[src/rtl/lc_env_defines.svh]
// Shared sizes and magic addresses for the lifecycle environment
// LC_RST_DELAY must be at least 2 and LC_INIT_WAIT at least 1
// Magic addresses assume a 32-bit read address
`ifndef LC_ENV_DEFINES_SVH
`define LC_ENV_DEFINES_SVH

// ------------------------------------------------------------
// Read bus
// ------------------------------------------------------------
`define LC_ADDR_W 32

// Status word location
`define LC_STATUS_ADDR 32'h7000_0440
// Read here requests a re-init of the subsystem
`define LC_RESET_ADDR 32'h7000_0444
// Read here flips the RMA strap
`define LC_STRAP_ADDR 32'h7000_0448

// ------------------------------------------------------------
// Power sequencer and escalation
// ------------------------------------------------------------
// Power-good cycles before lc_init is raised
`define LC_INIT_WAIT 500
// Stages in the reset request delay line
`define LC_RST_DELAY 20
`define LC_NUM_ALERTS 3

`endif
[src/rtl/lc_env_pkg.sv]
// Types shared by the lifecycle environment blocks
// lc_tx_t uses a complementary 4-bit encoding, any other value is invalid
package lc_env_pkg;

    // ------------------------------------------------------------
    // Hardened lifecycle boolean
    // ------------------------------------------------------------
    // Single-bit flips never turn one legal value into the other
    typedef enum logic [3:0] {
        LC_ON  = 4'b1010,
        LC_OFF = 4'b0101
    } lc_tx_t;

    // ------------------------------------------------------------
    // Power sequencer states
    // ------------------------------------------------------------
    // Init wait after reset or after a requested re-init
    // Ready state is the only one that takes a reset request
    // Pending while the request walks down the delay line
    typedef enum logic [1:0] {
        SEQ_INIT_WAIT = 2'd0,
        SEQ_READY     = 2'd1,
        SEQ_RST_PEND  = 2'd2
    } pwr_seq_state_t;

endpackage

[src/rtl/lc_env_top.sv]
// Lifecycle environment top level
// Status word reflects escalation one cycle after the alerts arrive
// Only the read channel is present, no write path
`timescale 1ns/10ps
`include "lc_env_defines.svh"

module lc_env_top (
    input  logic                       clk,
    input  logic                       reset_n,
    input  logic                       pwrgood_i,
    // Read channel
    input  logic                       arvalid_i,
    input  logic [`LC_ADDR_W-1:0]      araddr_i,
    output logic                       arready_o,
    output logic                       rvalid_o,
    output logic [31:0]                rdata_o,
    input  logic                       rready_i,
    // Clock bypass
    input  lc_env_pkg::lc_tx_t         lc_clk_byp_req_i,
    output lc_env_pkg::lc_tx_t         lc_clk_byp_ack_o,
    // Alerts and escalation
    input  logic [`LC_NUM_ALERTS-1:0]  alerts_i,
    output logic                       esc_scrap0_o,
    output logic                       esc_scrap1_o,
    // Lifecycle state outputs
    output logic                       rma_strap_o,
    output logic                       lc_init_o,
    output logic                       sys_rst_n_o
);

    logic rst_req;
    logic esc_any;

    // Either escalation copy marks the status word
    assign esc_any = esc_scrap0_o | esc_scrap1_o;

    // ------------------------------------------------------------
    // Read port
    // ------------------------------------------------------------
    lc_rd_port i_lc_rd_port (
        .clk         (clk),
        .reset_n     (reset_n),
        .arvalid_i   (arvalid_i),
        .araddr_i    (araddr_i),
        .arready_o   (arready_o),
        .rvalid_o    (rvalid_o),
        .rdata_o     (rdata_o),
        .rready_i    (rready_i),
        .lc_init_i   (lc_init_o),
        .sys_rst_n_i (sys_rst_n_o),
        .esc_i       (esc_any),
        .rst_req_o   (rst_req),
        .rma_strap_o (rma_strap_o)
    );

    // Sequencer sees the reset pulse in the accept cycle
    lc_pwr_seq i_lc_pwr_seq (
        .clk         (clk),
        .reset_n     (reset_n),
        .pwrgood_i   (pwrgood_i),
        .rst_req_i   (rst_req),
        .lc_init_o   (lc_init_o),
        .sys_rst_n_o (sys_rst_n_o)
    );

    // ------------------------------------------------------------
    // Clock bypass and escalation
    // ------------------------------------------------------------
    lc_clk_esc_ctrl i_lc_clk_esc_ctrl (
        .clk              (clk),
        .reset_n          (reset_n),
        .lc_clk_byp_req_i (lc_clk_byp_req_i),
        .lc_clk_byp_ack_o (lc_clk_byp_ack_o),
        .alerts_i         (alerts_i),
        .esc_scrap0_o     (esc_scrap0_o),
        .esc_scrap1_o     (esc_scrap1_o)
    );

endmodule

[src/rtl/lc_clk_esc_ctrl.sv]
// Clock bypass ack and alert escalation
// Ack pulses every second cycle while the request stays at LC_ON
// Escalation outputs are not sticky and follow alerts one cycle late
`timescale 1ns/10ps
`include "lc_env_defines.svh"

module lc_clk_esc_ctrl (
    input  logic                       clk,
    input  logic                       reset_n,
    input  lc_env_pkg::lc_tx_t         lc_clk_byp_req_i,
    output lc_env_pkg::lc_tx_t         lc_clk_byp_ack_o,
    input  logic [`LC_NUM_ALERTS-1:0]  alerts_i,
    output logic                       esc_scrap0_o,
    output logic                       esc_scrap1_o
);

    import lc_env_pkg::*;

    lc_tx_t ack_q;
    logic   esc0_q;
    logic   esc1_q;

    // ------------------------------------------------------------
    // Bypass handshake
    // ------------------------------------------------------------
    // Ack only from LC_OFF so it can never stay on two cycles
    always_ff @(posedge clk or negedge reset_n) begin
        if (!reset_n) begin
            ack_q <= LC_OFF;
        end else if ((lc_clk_byp_req_i == LC_ON) && (ack_q == LC_OFF)) begin
            ack_q <= LC_ON;
        end else begin
            ack_q <= LC_OFF;
        end
    end

    // ------------------------------------------------------------
    // Escalation
    // ------------------------------------------------------------
    // Two separate flops on purpose, redundant copies of the same alert
    always_ff @(posedge clk or negedge reset_n) begin
        if (!reset_n) begin
            esc0_q <= 1'b0;
            esc1_q <= 1'b0;
        end else begin
            esc0_q <= |alerts_i;
            esc1_q <= |alerts_i;
        end
    end

    assign lc_clk_byp_ack_o = ack_q;
    assign esc_scrap0_o     = esc0_q;
    assign esc_scrap1_o     = esc1_q;

endmodule

[src/rtl/lc_pwr_seq.sv]
// Power sequencer, all state holds while pwrgood_i is low
// Reset requests count only in SEQ_READY, others are dropped silently
// Request to drop of lc_init_o is LC_RST_DELAY + 2 cycles from the accept
`timescale 1ns/10ps
`include "lc_env_defines.svh"

module lc_pwr_seq (
    input  logic clk,
    input  logic reset_n,
    input  logic pwrgood_i,
    input  logic rst_req_i,
    output logic lc_init_o,
    output logic sys_rst_n_o
);

    import lc_env_pkg::*;

    localparam int unsigned CNT_W = $clog2(`LC_INIT_WAIT + 1);
    localparam logic [CNT_W-1:0] WAIT_LAST = CNT_W'(`LC_INIT_WAIT - 1);

    pwr_seq_state_t            state_q;
    logic [CNT_W-1:0]          wait_cnt_q;
    logic [`LC_RST_DELAY-1:0]  dly_q;
    logic                      dly_out_q;
    logic                      sys_rst_n_q;
    logic                      req_take;

    // Request enters the delay line only from the ready state
    assign req_take = rst_req_i && (state_q == SEQ_READY);

    // ------------------------------------------------------------
    // Request delay line
    // ------------------------------------------------------------
    always_ff @(posedge clk or negedge reset_n) begin
        if (!reset_n) begin
            dly_q     <= '0;
            dly_out_q <= 1'b0;
        end else if (pwrgood_i) begin
            dly_q     <= {dly_q[`LC_RST_DELAY-2:0], req_take};
            // Extra stage after the line
            dly_out_q <= dly_q[`LC_RST_DELAY-1];
        end
    end

    // ------------------------------------------------------------
    // Sequencer FSM and init wait counter
    // ------------------------------------------------------------
    always_ff @(posedge clk or negedge reset_n) begin
        if (!reset_n) begin
            state_q     <= SEQ_INIT_WAIT;
            wait_cnt_q  <= '0;
            // System reset stays released during the first wait
            sys_rst_n_q <= 1'b1;
        end else if (pwrgood_i) begin
            unique case (state_q)
                SEQ_INIT_WAIT: begin
                    if (wait_cnt_q == WAIT_LAST) begin
                        wait_cnt_q  <= '0;
                        state_q     <= SEQ_READY;
                        // Released together with lc_init
                        sys_rst_n_q <= 1'b1;
                    end else begin
                        wait_cnt_q <= wait_cnt_q + 1'b1;
                    end
                end
                SEQ_READY: begin
                    if (req_take) begin
                        state_q <= SEQ_RST_PEND;
                    end
                end
                SEQ_RST_PEND: begin
                    // End of the line starts the re-init window
                    if (dly_out_q) begin
                        state_q     <= SEQ_INIT_WAIT;
                        wait_cnt_q  <= '0;
                        sys_rst_n_q <= 1'b0;
                    end
                end
                default: begin
                    state_q <= SEQ_INIT_WAIT;
                end
            endcase
        end
    end

    // lc_init high whenever the init wait is over
    assign lc_init_o   = (state_q != SEQ_INIT_WAIT);
    assign sys_rst_n_o = sys_rst_n_q;

endmodule

[src/rtl/lc_rd_port.sv]
// Read-only AXI-lite style slave with one read outstanding at a time
// Magic addresses act on the accept edge, response follows one cycle later
// Unknown addresses read as zero and never raise an error response
`timescale 1ns/10ps
`include "lc_env_defines.svh"

module lc_rd_port (
    input  logic                  clk,
    input  logic                  reset_n,
    // Read address channel
    input  logic                  arvalid_i,
    input  logic [`LC_ADDR_W-1:0] araddr_i,
    output logic                  arready_o,
    // Read data channel
    output logic                  rvalid_o,
    output logic [31:0]           rdata_o,
    input  logic                  rready_i,
    // Status sources
    input  logic                  lc_init_i,
    input  logic                  sys_rst_n_i,
    input  logic                  esc_i,
    // Side effects of magic reads
    output logic                  rst_req_o,
    output logic                  rma_strap_o
);

    logic        rvalid_q;
    logic [31:0] rdata_q;
    logic        strap_q;
    logic        ar_accept;
    logic [31:0] status_word;

    // ------------------------------------------------------------
    // Handshake
    // ------------------------------------------------------------
    // Address side closed while a response is pending
    assign arready_o = !rvalid_q;
    assign ar_accept = arvalid_i && arready_o;

    // Strap in bit 0, escalation summary in bit 3
    assign status_word = {28'd0, esc_i, lc_init_i, sys_rst_n_i, strap_q};

    always_ff @(posedge clk or negedge reset_n) begin
        if (!reset_n) begin
            rvalid_q <= 1'b0;
        end else if (ar_accept) begin
            rvalid_q <= 1'b1;
        end else if (rvalid_q && rready_i) begin
            rvalid_q <= 1'b0;
        end
    end

    // Response payload captured at the accept, held under back-pressure
    always_ff @(posedge clk) begin
        if (ar_accept) begin
            case (araddr_i)
                `LC_STATUS_ADDR: rdata_q <= status_word;
                // Old strap value goes back to the master
                `LC_STRAP_ADDR:  rdata_q <= status_word;
                default:         rdata_q <= 32'd0;
            endcase
        end
    end

    // ------------------------------------------------------------
    // Magic address side effects
    // ------------------------------------------------------------
    always_ff @(posedge clk or negedge reset_n) begin
        if (!reset_n) begin
            strap_q <= 1'b0;
        end else if (ar_accept && (araddr_i == `LC_STRAP_ADDR)) begin
            strap_q <= !strap_q;
        end
    end

    // Single-cycle pulse, the sequencer decides whether it counts
    assign rst_req_o = ar_accept && (araddr_i == `LC_RESET_ADDR);

    assign rvalid_o    = rvalid_q;
    assign rdata_o     = rdata_q;
    assign rma_strap_o = strap_q;

endmodule

[config.mk]
export PLATFORM = sky130hd
export DESIGN_NAME = lc_env_top
export DESIGN_NICKNAME = d
export VERILOG_FILES = /design/src/rtl/lc_env_pkg.sv /design/src/rtl/lc_env_top.sv /design/src/rtl/lc_clk_esc_ctrl.sv /design/src/rtl/lc_pwr_seq.sv /design/src/rtl/lc_rd_port.sv
export VERILOG_INCLUDE_DIRS = /design/src /design/src/rtl
export SDC_FILE = /design/constraint.sdc
export NUM_CORES = 1
export LEC_CHECK = 0
export BUFFER_PORTS_ARGS = -buffer_cell sky130_fd_sc_hd__buf_2
export CORE_MARGIN = 2
export CORE_UTILIZATION = 44
export CTS_CLUSTER_DIAMETER = 150
export DETAILED_ROUTE_END_ITERATION = 6
export GPL_ROUTABILITY_DRIVEN = 0
export PLACE_DENSITY = 0.74
export SETUP_SLACK_MARGIN = 0.1
export SLEW_MARGIN = 15
export SYNTH_ARGS = -nofsm -noshare
export SYNTH_HDL_FRONTEND = slang
export SYNTH_SLANG_ARGS = --single-unit
[constraint.sdc]
create_clock -name clk -period 2.8 [get_ports clk]
set_input_delay 0 -clock clk [delete_from_list [all_inputs] [get_ports clk]]
set_output_delay 0 -clock clk [all_outputs]
set_load 0.03 [all_outputs]
* After elaboration in Yosys (flattened, before gate mapping)
Cells that the tools add are included.
** Operators by class
- Eq/ne operators :: 11
- Add/sub/neg operators :: 1
- Muxes and demuxes :: 13
- Reductions and logical operators :: 17
** Operators by type and width (count)
- $eq 32x31->1 const B :: 3
- $mux 9 :: 2
- $pmux 9 s2 :: 1
- $add 9x1->9 const B :: 1
- $eq 9x9->1 const B :: 1
- $reduce_and 4->1 :: 2
- $logic_and 1x1->1 :: 6
- $mux 2 :: 3
- $ne 2x1->1 const B :: 3
- $pmux 2 s3 :: 1
- $reduce_bool 2->1 :: 3
- $eq 4x3->1 const B :: 1
- $eq 4x4->1 const B :: 1
- $mux 1 :: 4
- $mux 4 :: 1
- $reduce_and 3->1 :: 1
- $reduce_or 3->1 :: 1
- $eq 2x1->1 const B :: 1
- $eq 2x2->1 const B :: 1
- $logic_not 1->1 :: 2
- $logic_not 2->1 :: 1
- $pmux 1 s2 :: 1
- $reduce_or 2->1 :: 1
** Storage, ports and cells
- Word-level logic and storage cells :: 53
- Input port bits :: 44
- Flip-flop bits (word level) :: 72
- Output and inout port bits :: 43

* Longest topological paths before layout
- Depth after elaboration :: 6
- Depth in mapped cells :: 5

* Hierarchy
A second synthesis with hierarchy kept.
** Unflattened totals
- Cell total of the unflattened synthesis :: 189
- Area, all modules :: 2250.9 um2
** By module, submodules not included
- lc_pwr_seq :: area an instance 1488.9 um2, times used 1, cells an instance 117
- lc_rd_port :: area an instance 621.8 um2, times used 1, cells an instance 61
- lc_clk_esc_ctrl :: area an instance 133.9 um2, times used 1, cells an instance 10
- lc_env_top :: area an instance 6.3 um2, times used 1, cells an instance 1

* Least setup slack after synthesis
OpenSTA, ideal clock, no wires.
- Kind :: reg2reg
- Start point :: reg i_lc_pwr_seq.wait_cnt_q[0]
- End point :: reg i_lc_pwr_seq.sys_rst_n_q, in the netlist i_lc_pwr_seq.sys_rst_n_o
- Arrival time :: 1.436 ns
- Stages on the path, launching flop included :: 6
- Path buffers :: 0
- Library setup time :: 0.075 ns
- Period minus slack after synthesis :: 1.511 ns
- Path slack :: 1.289 ns
- Path through :: dfrtp_1 > ha_1 > nand2_1 > or4_4 > a21oi_4 > mux2i_1
** Between the ends
- Cells in the longest elaborated chain, start to end :: 3
** Ends and longest elaborated chain
- start: declaration :: line lc_pwr_seq.sv:22 : logic [CNT_W-1:0] wait_cnt_q;
- start signal: assignment :: line lc_pwr_seq.sv:63 : wait_cnt_q <= wait_cnt_q + 1'b1;
- $eq 9x9->1 :: line lc_pwr_seq.sv:57 : if (wait_cnt_q == WAIT_LAST) begin
- $ne 2x1->1 (no source line)
- $reduce_and 4->1 (no source line)
- end signal: assignment :: line lc_pwr_seq.sv:53 : sys_rst_n_q <= 1'b1;
- end signal: assignment :: line lc_pwr_seq.sv:61 : sys_rst_n_q <= 1'b1;
- end signal: assignment :: line lc_pwr_seq.sv:76 : sys_rst_n_q <= 1'b0;
- end: declaration :: line lc_pwr_seq.sv:25 : logic sys_rst_n_q;
No other way between the ends.
A chain may end at the register's enable or synchronous reset.

* Worst setup path in the final report
- Start point :: reg i_lc_pwr_seq.wait_cnt_q[4]
- End point :: reg i_lc_pwr_seq.sys_rst_n_q, in the netlist i_lc_pwr_seq.sys_rst_n_o
Same word-level chain as after synthesis.

==> flow_summary.toml <==
[power_and_ir_drop]
power.internal_w = 0.000977
power-per-cell-area_nw_per_um2 = 549
seq_power_share_pct = 51.2
power.static_leakage_nw = 1.23
clock_power_share_pct = 31.2
power.ir.vdd_worst_v = 0.000215
netSwitchingFraction_pct = 30.3
comb_power_share_pct = 17.6
net-switching-power_w = 0.000425

[yosys]
synth_sequential_area_ratio_pct = 49.9
post_synth_and_or_nand_nor_area_fraction_pct = 17.9
netlist_area_sq_um = 2150
register_bit_count_reported_by_yosys = 42
yosysTopAreaCellShare_pct = 41.8
syn-instance-count = 185
synth.area.top_cells = "sky130_fd_sc_hd__dfrtp_1 (42%), sky130_fd_sc_hd__buf_4 (11%), sky130_fd_sc_hd__mux2_2 (10%)"
synth_mux_area_share_pct = 10.9
synth-warning-count = 0
distinct_cells_synth = 42
dominant_combinational_cell_family_by_area_after_synthesis = "simple AND/OR/NAND/NOR gates"
synth-adder-area-share_pct = 0.581
async_reset_ff_share_pct = 90.5
synth.most_common_cell = "sky130_fd_sc_hd__dfrtp_1"
ys_dominant_reg_cell = "sky130_fd_sc_hd__dfrtp_1"
synthesis.area_per_instance_sq_um = 11.6
synthXorXnorAreaFrac_pct = 0.813
post-synth-top-area-cell = "sky130_fd_sc_hd__dfrtp_1"
synth_common_cells = "sky130_fd_sc_hd__dfrtp_1 (36), sky130_fd_sc_hd__buf_4 (32), sky130_fd_sc_hd__mux2_2 (20), sky130_fd_sc_hd__nor4_1 (9), sky130_fd_sc_hd__inv_1 (8)"
synth_compound_area_share_pct = 6.86
synth_edf_count = 4

[grt]
grt.total_usage_pct = 15.1
global_route.overflow_total = 0
grt_antenna_before_repair = 0
vias_in_the_first_global_route = 1477
maximum_number_of_pins_on_one_net_before_global_route_repair = 39
wire_length_of_the_first_global_routing_pass_um = 6250

[worst_hold_path]
min-delay-path-class = "in2reg"
hold_path.startpoint = "araddr_i[27]"
min_path_cells = 4
timing.hold.worst_endpoint = "i_lc_pwr_seq.state_q[1]"

[worst_setup_path]
timing.reg2reg.setup_slack_ns = 1.13
r2r-start = "i_lc_pwr_seq.wait_cnt_q[4]"
cp_slowest_cell = "sky130_fd_sc_hd__or4_4"
cp.buffers_inverters = 0
critical_path_class = "reg2reg"
timing.critical_path.cells = "nand4_2 -> or4_4 -> a21oi_4 -> mux2i_1"
r2r_end = "i_lc_pwr_seq.sys_rst_n_o"
worst-path-stages = 4
worst-endpoint-required_ns = 3.02
path_delay_family = "simple AND/OR/NAND/NOR gates"
r2r_cells = 4
crit_arrival_ns = 1.89
worstSetupStartpointType = "register"
setup.worst_path.end_class = "register"
crit_path_max_incr_delay_ns = 0.52
crit_path_max_fanout = 8

[place]
hpwl_um = 2810
placement.cell_area_sq_um = 2390
buffer_ports.inserted = 58

[floorplanning]
core.rowCount = 25
placeableCoreArea_sq_um = 4720
die_area_sq_um = 5470
io_pins = 87
die_y_um = 74.0
initial_utilization_pct = 45.6
die_width_um = 74.0

[sta]
finalSetupTns_ns = 0
timing.max_slew.rel_slack_pct = 45.0
setup-violations-final = 0
rsz0062_at_grt = "no"
maxSlewViolCount = 0
final_skew_ns = 0.00971
min_period_ns = 1.67
period_share_pct = 59.8
worst-slew-pin-transition_ns = 0.825
max_freq_mhz = 597
finalHoldViolCount = 0

[routing]
drc_errors = 0
num_vias = 1519
post_drt_via_cell_ratio = 4.78
detailedRoute.firstPassIterationCount = 4
routed_wirelength_um = 3810
drt-initial-drc-count = 63
wl_per_cell_um = 12.0
route.antenna.remaining_nets = 0

[final_layout]
layout-drive-gt1-share_pct = 38.2
layout.nets = 295
area_growth_syn_to_layout_pct = 18.6
antenna_cells_inserted = 0
final_cell_area_sq_um = 2550
fillcell_total = 424

[clocking]
h_tree_depth = 2
cts_tree = "built"
clk_transition_reported_paths_ns = 0.08
ctsLongestPathBuffers = 2
post_cts_resize_count = 0
insertion_delay_ns = 0.29
cts.root.buffer_cell = "sky130_fd_sc_hd__clkbuf_8"
number_of_cts_inserted_buffers = 5
cts_sinks = 42

[outcome]
run_status = "completed"

[run]
max_cap_viol_count = 0
## timing repair
item | 4_1_cts | 5_1_grt
hold buffers | 6 | 0
setup buffers | 0 | 0
hold endpoints to repair | 40 | 0
## power groups by stage
stage          clock [W]  sequential [W]  combinational (W)
5_1_grt         0.000472        0.000725           0.000277
3_3_place_gp           0        0.000724           0.000236
6_report        0.000437        0.000718           0.000247
4_1_cts         0.000449        0.000718           0.000249
3_5_place_dp           0        0.000730           0.000241
2_1_floorplan          0        0.000734           0.000187
## logic make-up after synthesis
family | Yosys count
and+or+nand+nor | 55
xor gates and xnor gates | 2
DFF | 42
buffers and inverters | 42
AOI/OAI and AO/OA | 21
muxes | 21
other | 1
adders and majority gates | 1
## per-layer routing
layer	GRT usage [%]	wire [um]	up-vias
li1	-	-	752
met1	16.9	1610	723
met2	27.0	1990	35
met3	3.25	116	9
met4	7.88	86	0
met5	0	0	-
## cell type report
| cell class | instances | area [sq um] | share of cell area, % |
|---|---|---|---|
| Clock buffer | 7 | 97.6 | 3.82 |
| Clock inverter | 1 | 7.51 | 0.294 |
| Inverter | 8 | 30.0 | 1.18 |
| Multi-Input combinational cell | 128 | 903 | 35.4 |
| Sequential cell | 42 | 1070 | 42.0 |
| Tap cell | 67 | 83.8 | 3.28 |
| Timing Repair Buffer | 65 | 358 | 14.0 |
## how the worst max path moves through the flow
stage	end	slack [ns]	from
after floorplan	i_lc_pwr_seq.sys_rst_n_o	1.29	i_lc_pwr_seq.wait_cnt_q[0]
after global placement	i_lc_pwr_seq.sys_rst_n_o	1.21	i_lc_pwr_seq.wait_cnt_q[4]
after detailed placement	i_lc_pwr_seq.sys_rst_n_o	1.15	i_lc_pwr_seq.wait_cnt_q[4]
after CTS	i_lc_pwr_seq.sys_rst_n_o	1.12	i_lc_pwr_seq.wait_cnt_q[4]
after global routing	i_lc_pwr_seq.sys_rst_n_o	1.02	i_lc_pwr_seq.wait_cnt_q[0]
final	i_lc_pwr_seq.sys_rst_n_o	1.13	i_lc_pwr_seq.wait_cnt_q[4]
## stage by stage
stage          worst slack, ns  hold WS (ns)  std cells  utilization, %  total power (W)
2_1_floorplan             1.29        -0.296        212               -         0.000921
3_3_place_gp              1.21         0.145        304            50.6         0.000961
3_5_place_dp              1.15         0.148        304            50.6         0.000971
4_1_cts                   1.12        0.0328        318            54.1          0.00142
5_1_grt                   1.02        0.0622        318            54.1          0.00147
6_report                  1.13        0.0380        318            54.1          0.00140
## registers in the layout, summed over array words and instances (netlist names), 2 cells and up
register                            cells
i_lc_rd_port.rdata_o                    4
i_lc_pwr_seq.state_q                    2
i_lc_pwr_seq.dly_q                     20
i_lc_clk_esc_ctrl.lc_clk_byp_ack_o      2
i_lc_pwr_seq.wait_cnt_q                 9
## cell usage in the layout, fill, tap and decap left out, types with 2 or more instances in the layout
cell                             n
sky130_fd_sc_hd__a21oi_1         7
sky130_fd_sc_hd__and2_1          2
sky130_fd_sc_hd__buf_2          58
sky130_fd_sc_hd__clkbuf_8        5
sky130_fd_sc_hd__conb_1         28
sky130_fd_sc_hd__dfrtp_1        36
sky130_fd_sc_hd__dfstp_2         2
sky130_fd_sc_hd__dlygate4sd3_1   6
sky130_fd_sc_hd__edfxtp_1        4
sky130_fd_sc_hd__inv_1           8
sky130_fd_sc_hd__mux2_2         20
sky130_fd_sc_hd__nand2_1         5
sky130_fd_sc_hd__nand3_1         2
sky130_fd_sc_hd__nand4_1         4
sky130_fd_sc_hd__nor2_1          3
sky130_fd_sc_hd__nor2b_1         2
sky130_fd_sc_hd__nor3_1          3
sky130_fd_sc_hd__nor4_1          9
sky130_fd_sc_hd__nor4b_1         5
sky130_fd_sc_hd__nor4bb_1        3
sky130_fd_sc_hd__o21ai_0         2
sky130_fd_sc_hd__o31ai_1         6
sky130_fd_sc_hd__or4_1           6
sky130_fd_sc_hd__xor2_1          2
## tightest hold or removal path: cells and delay by family
family	cells	cell delay (ns)
compound gates	1	0.07
buf+inv	1	0.09
simple gates	2	0.14
(Power assumes the default switching activity.)
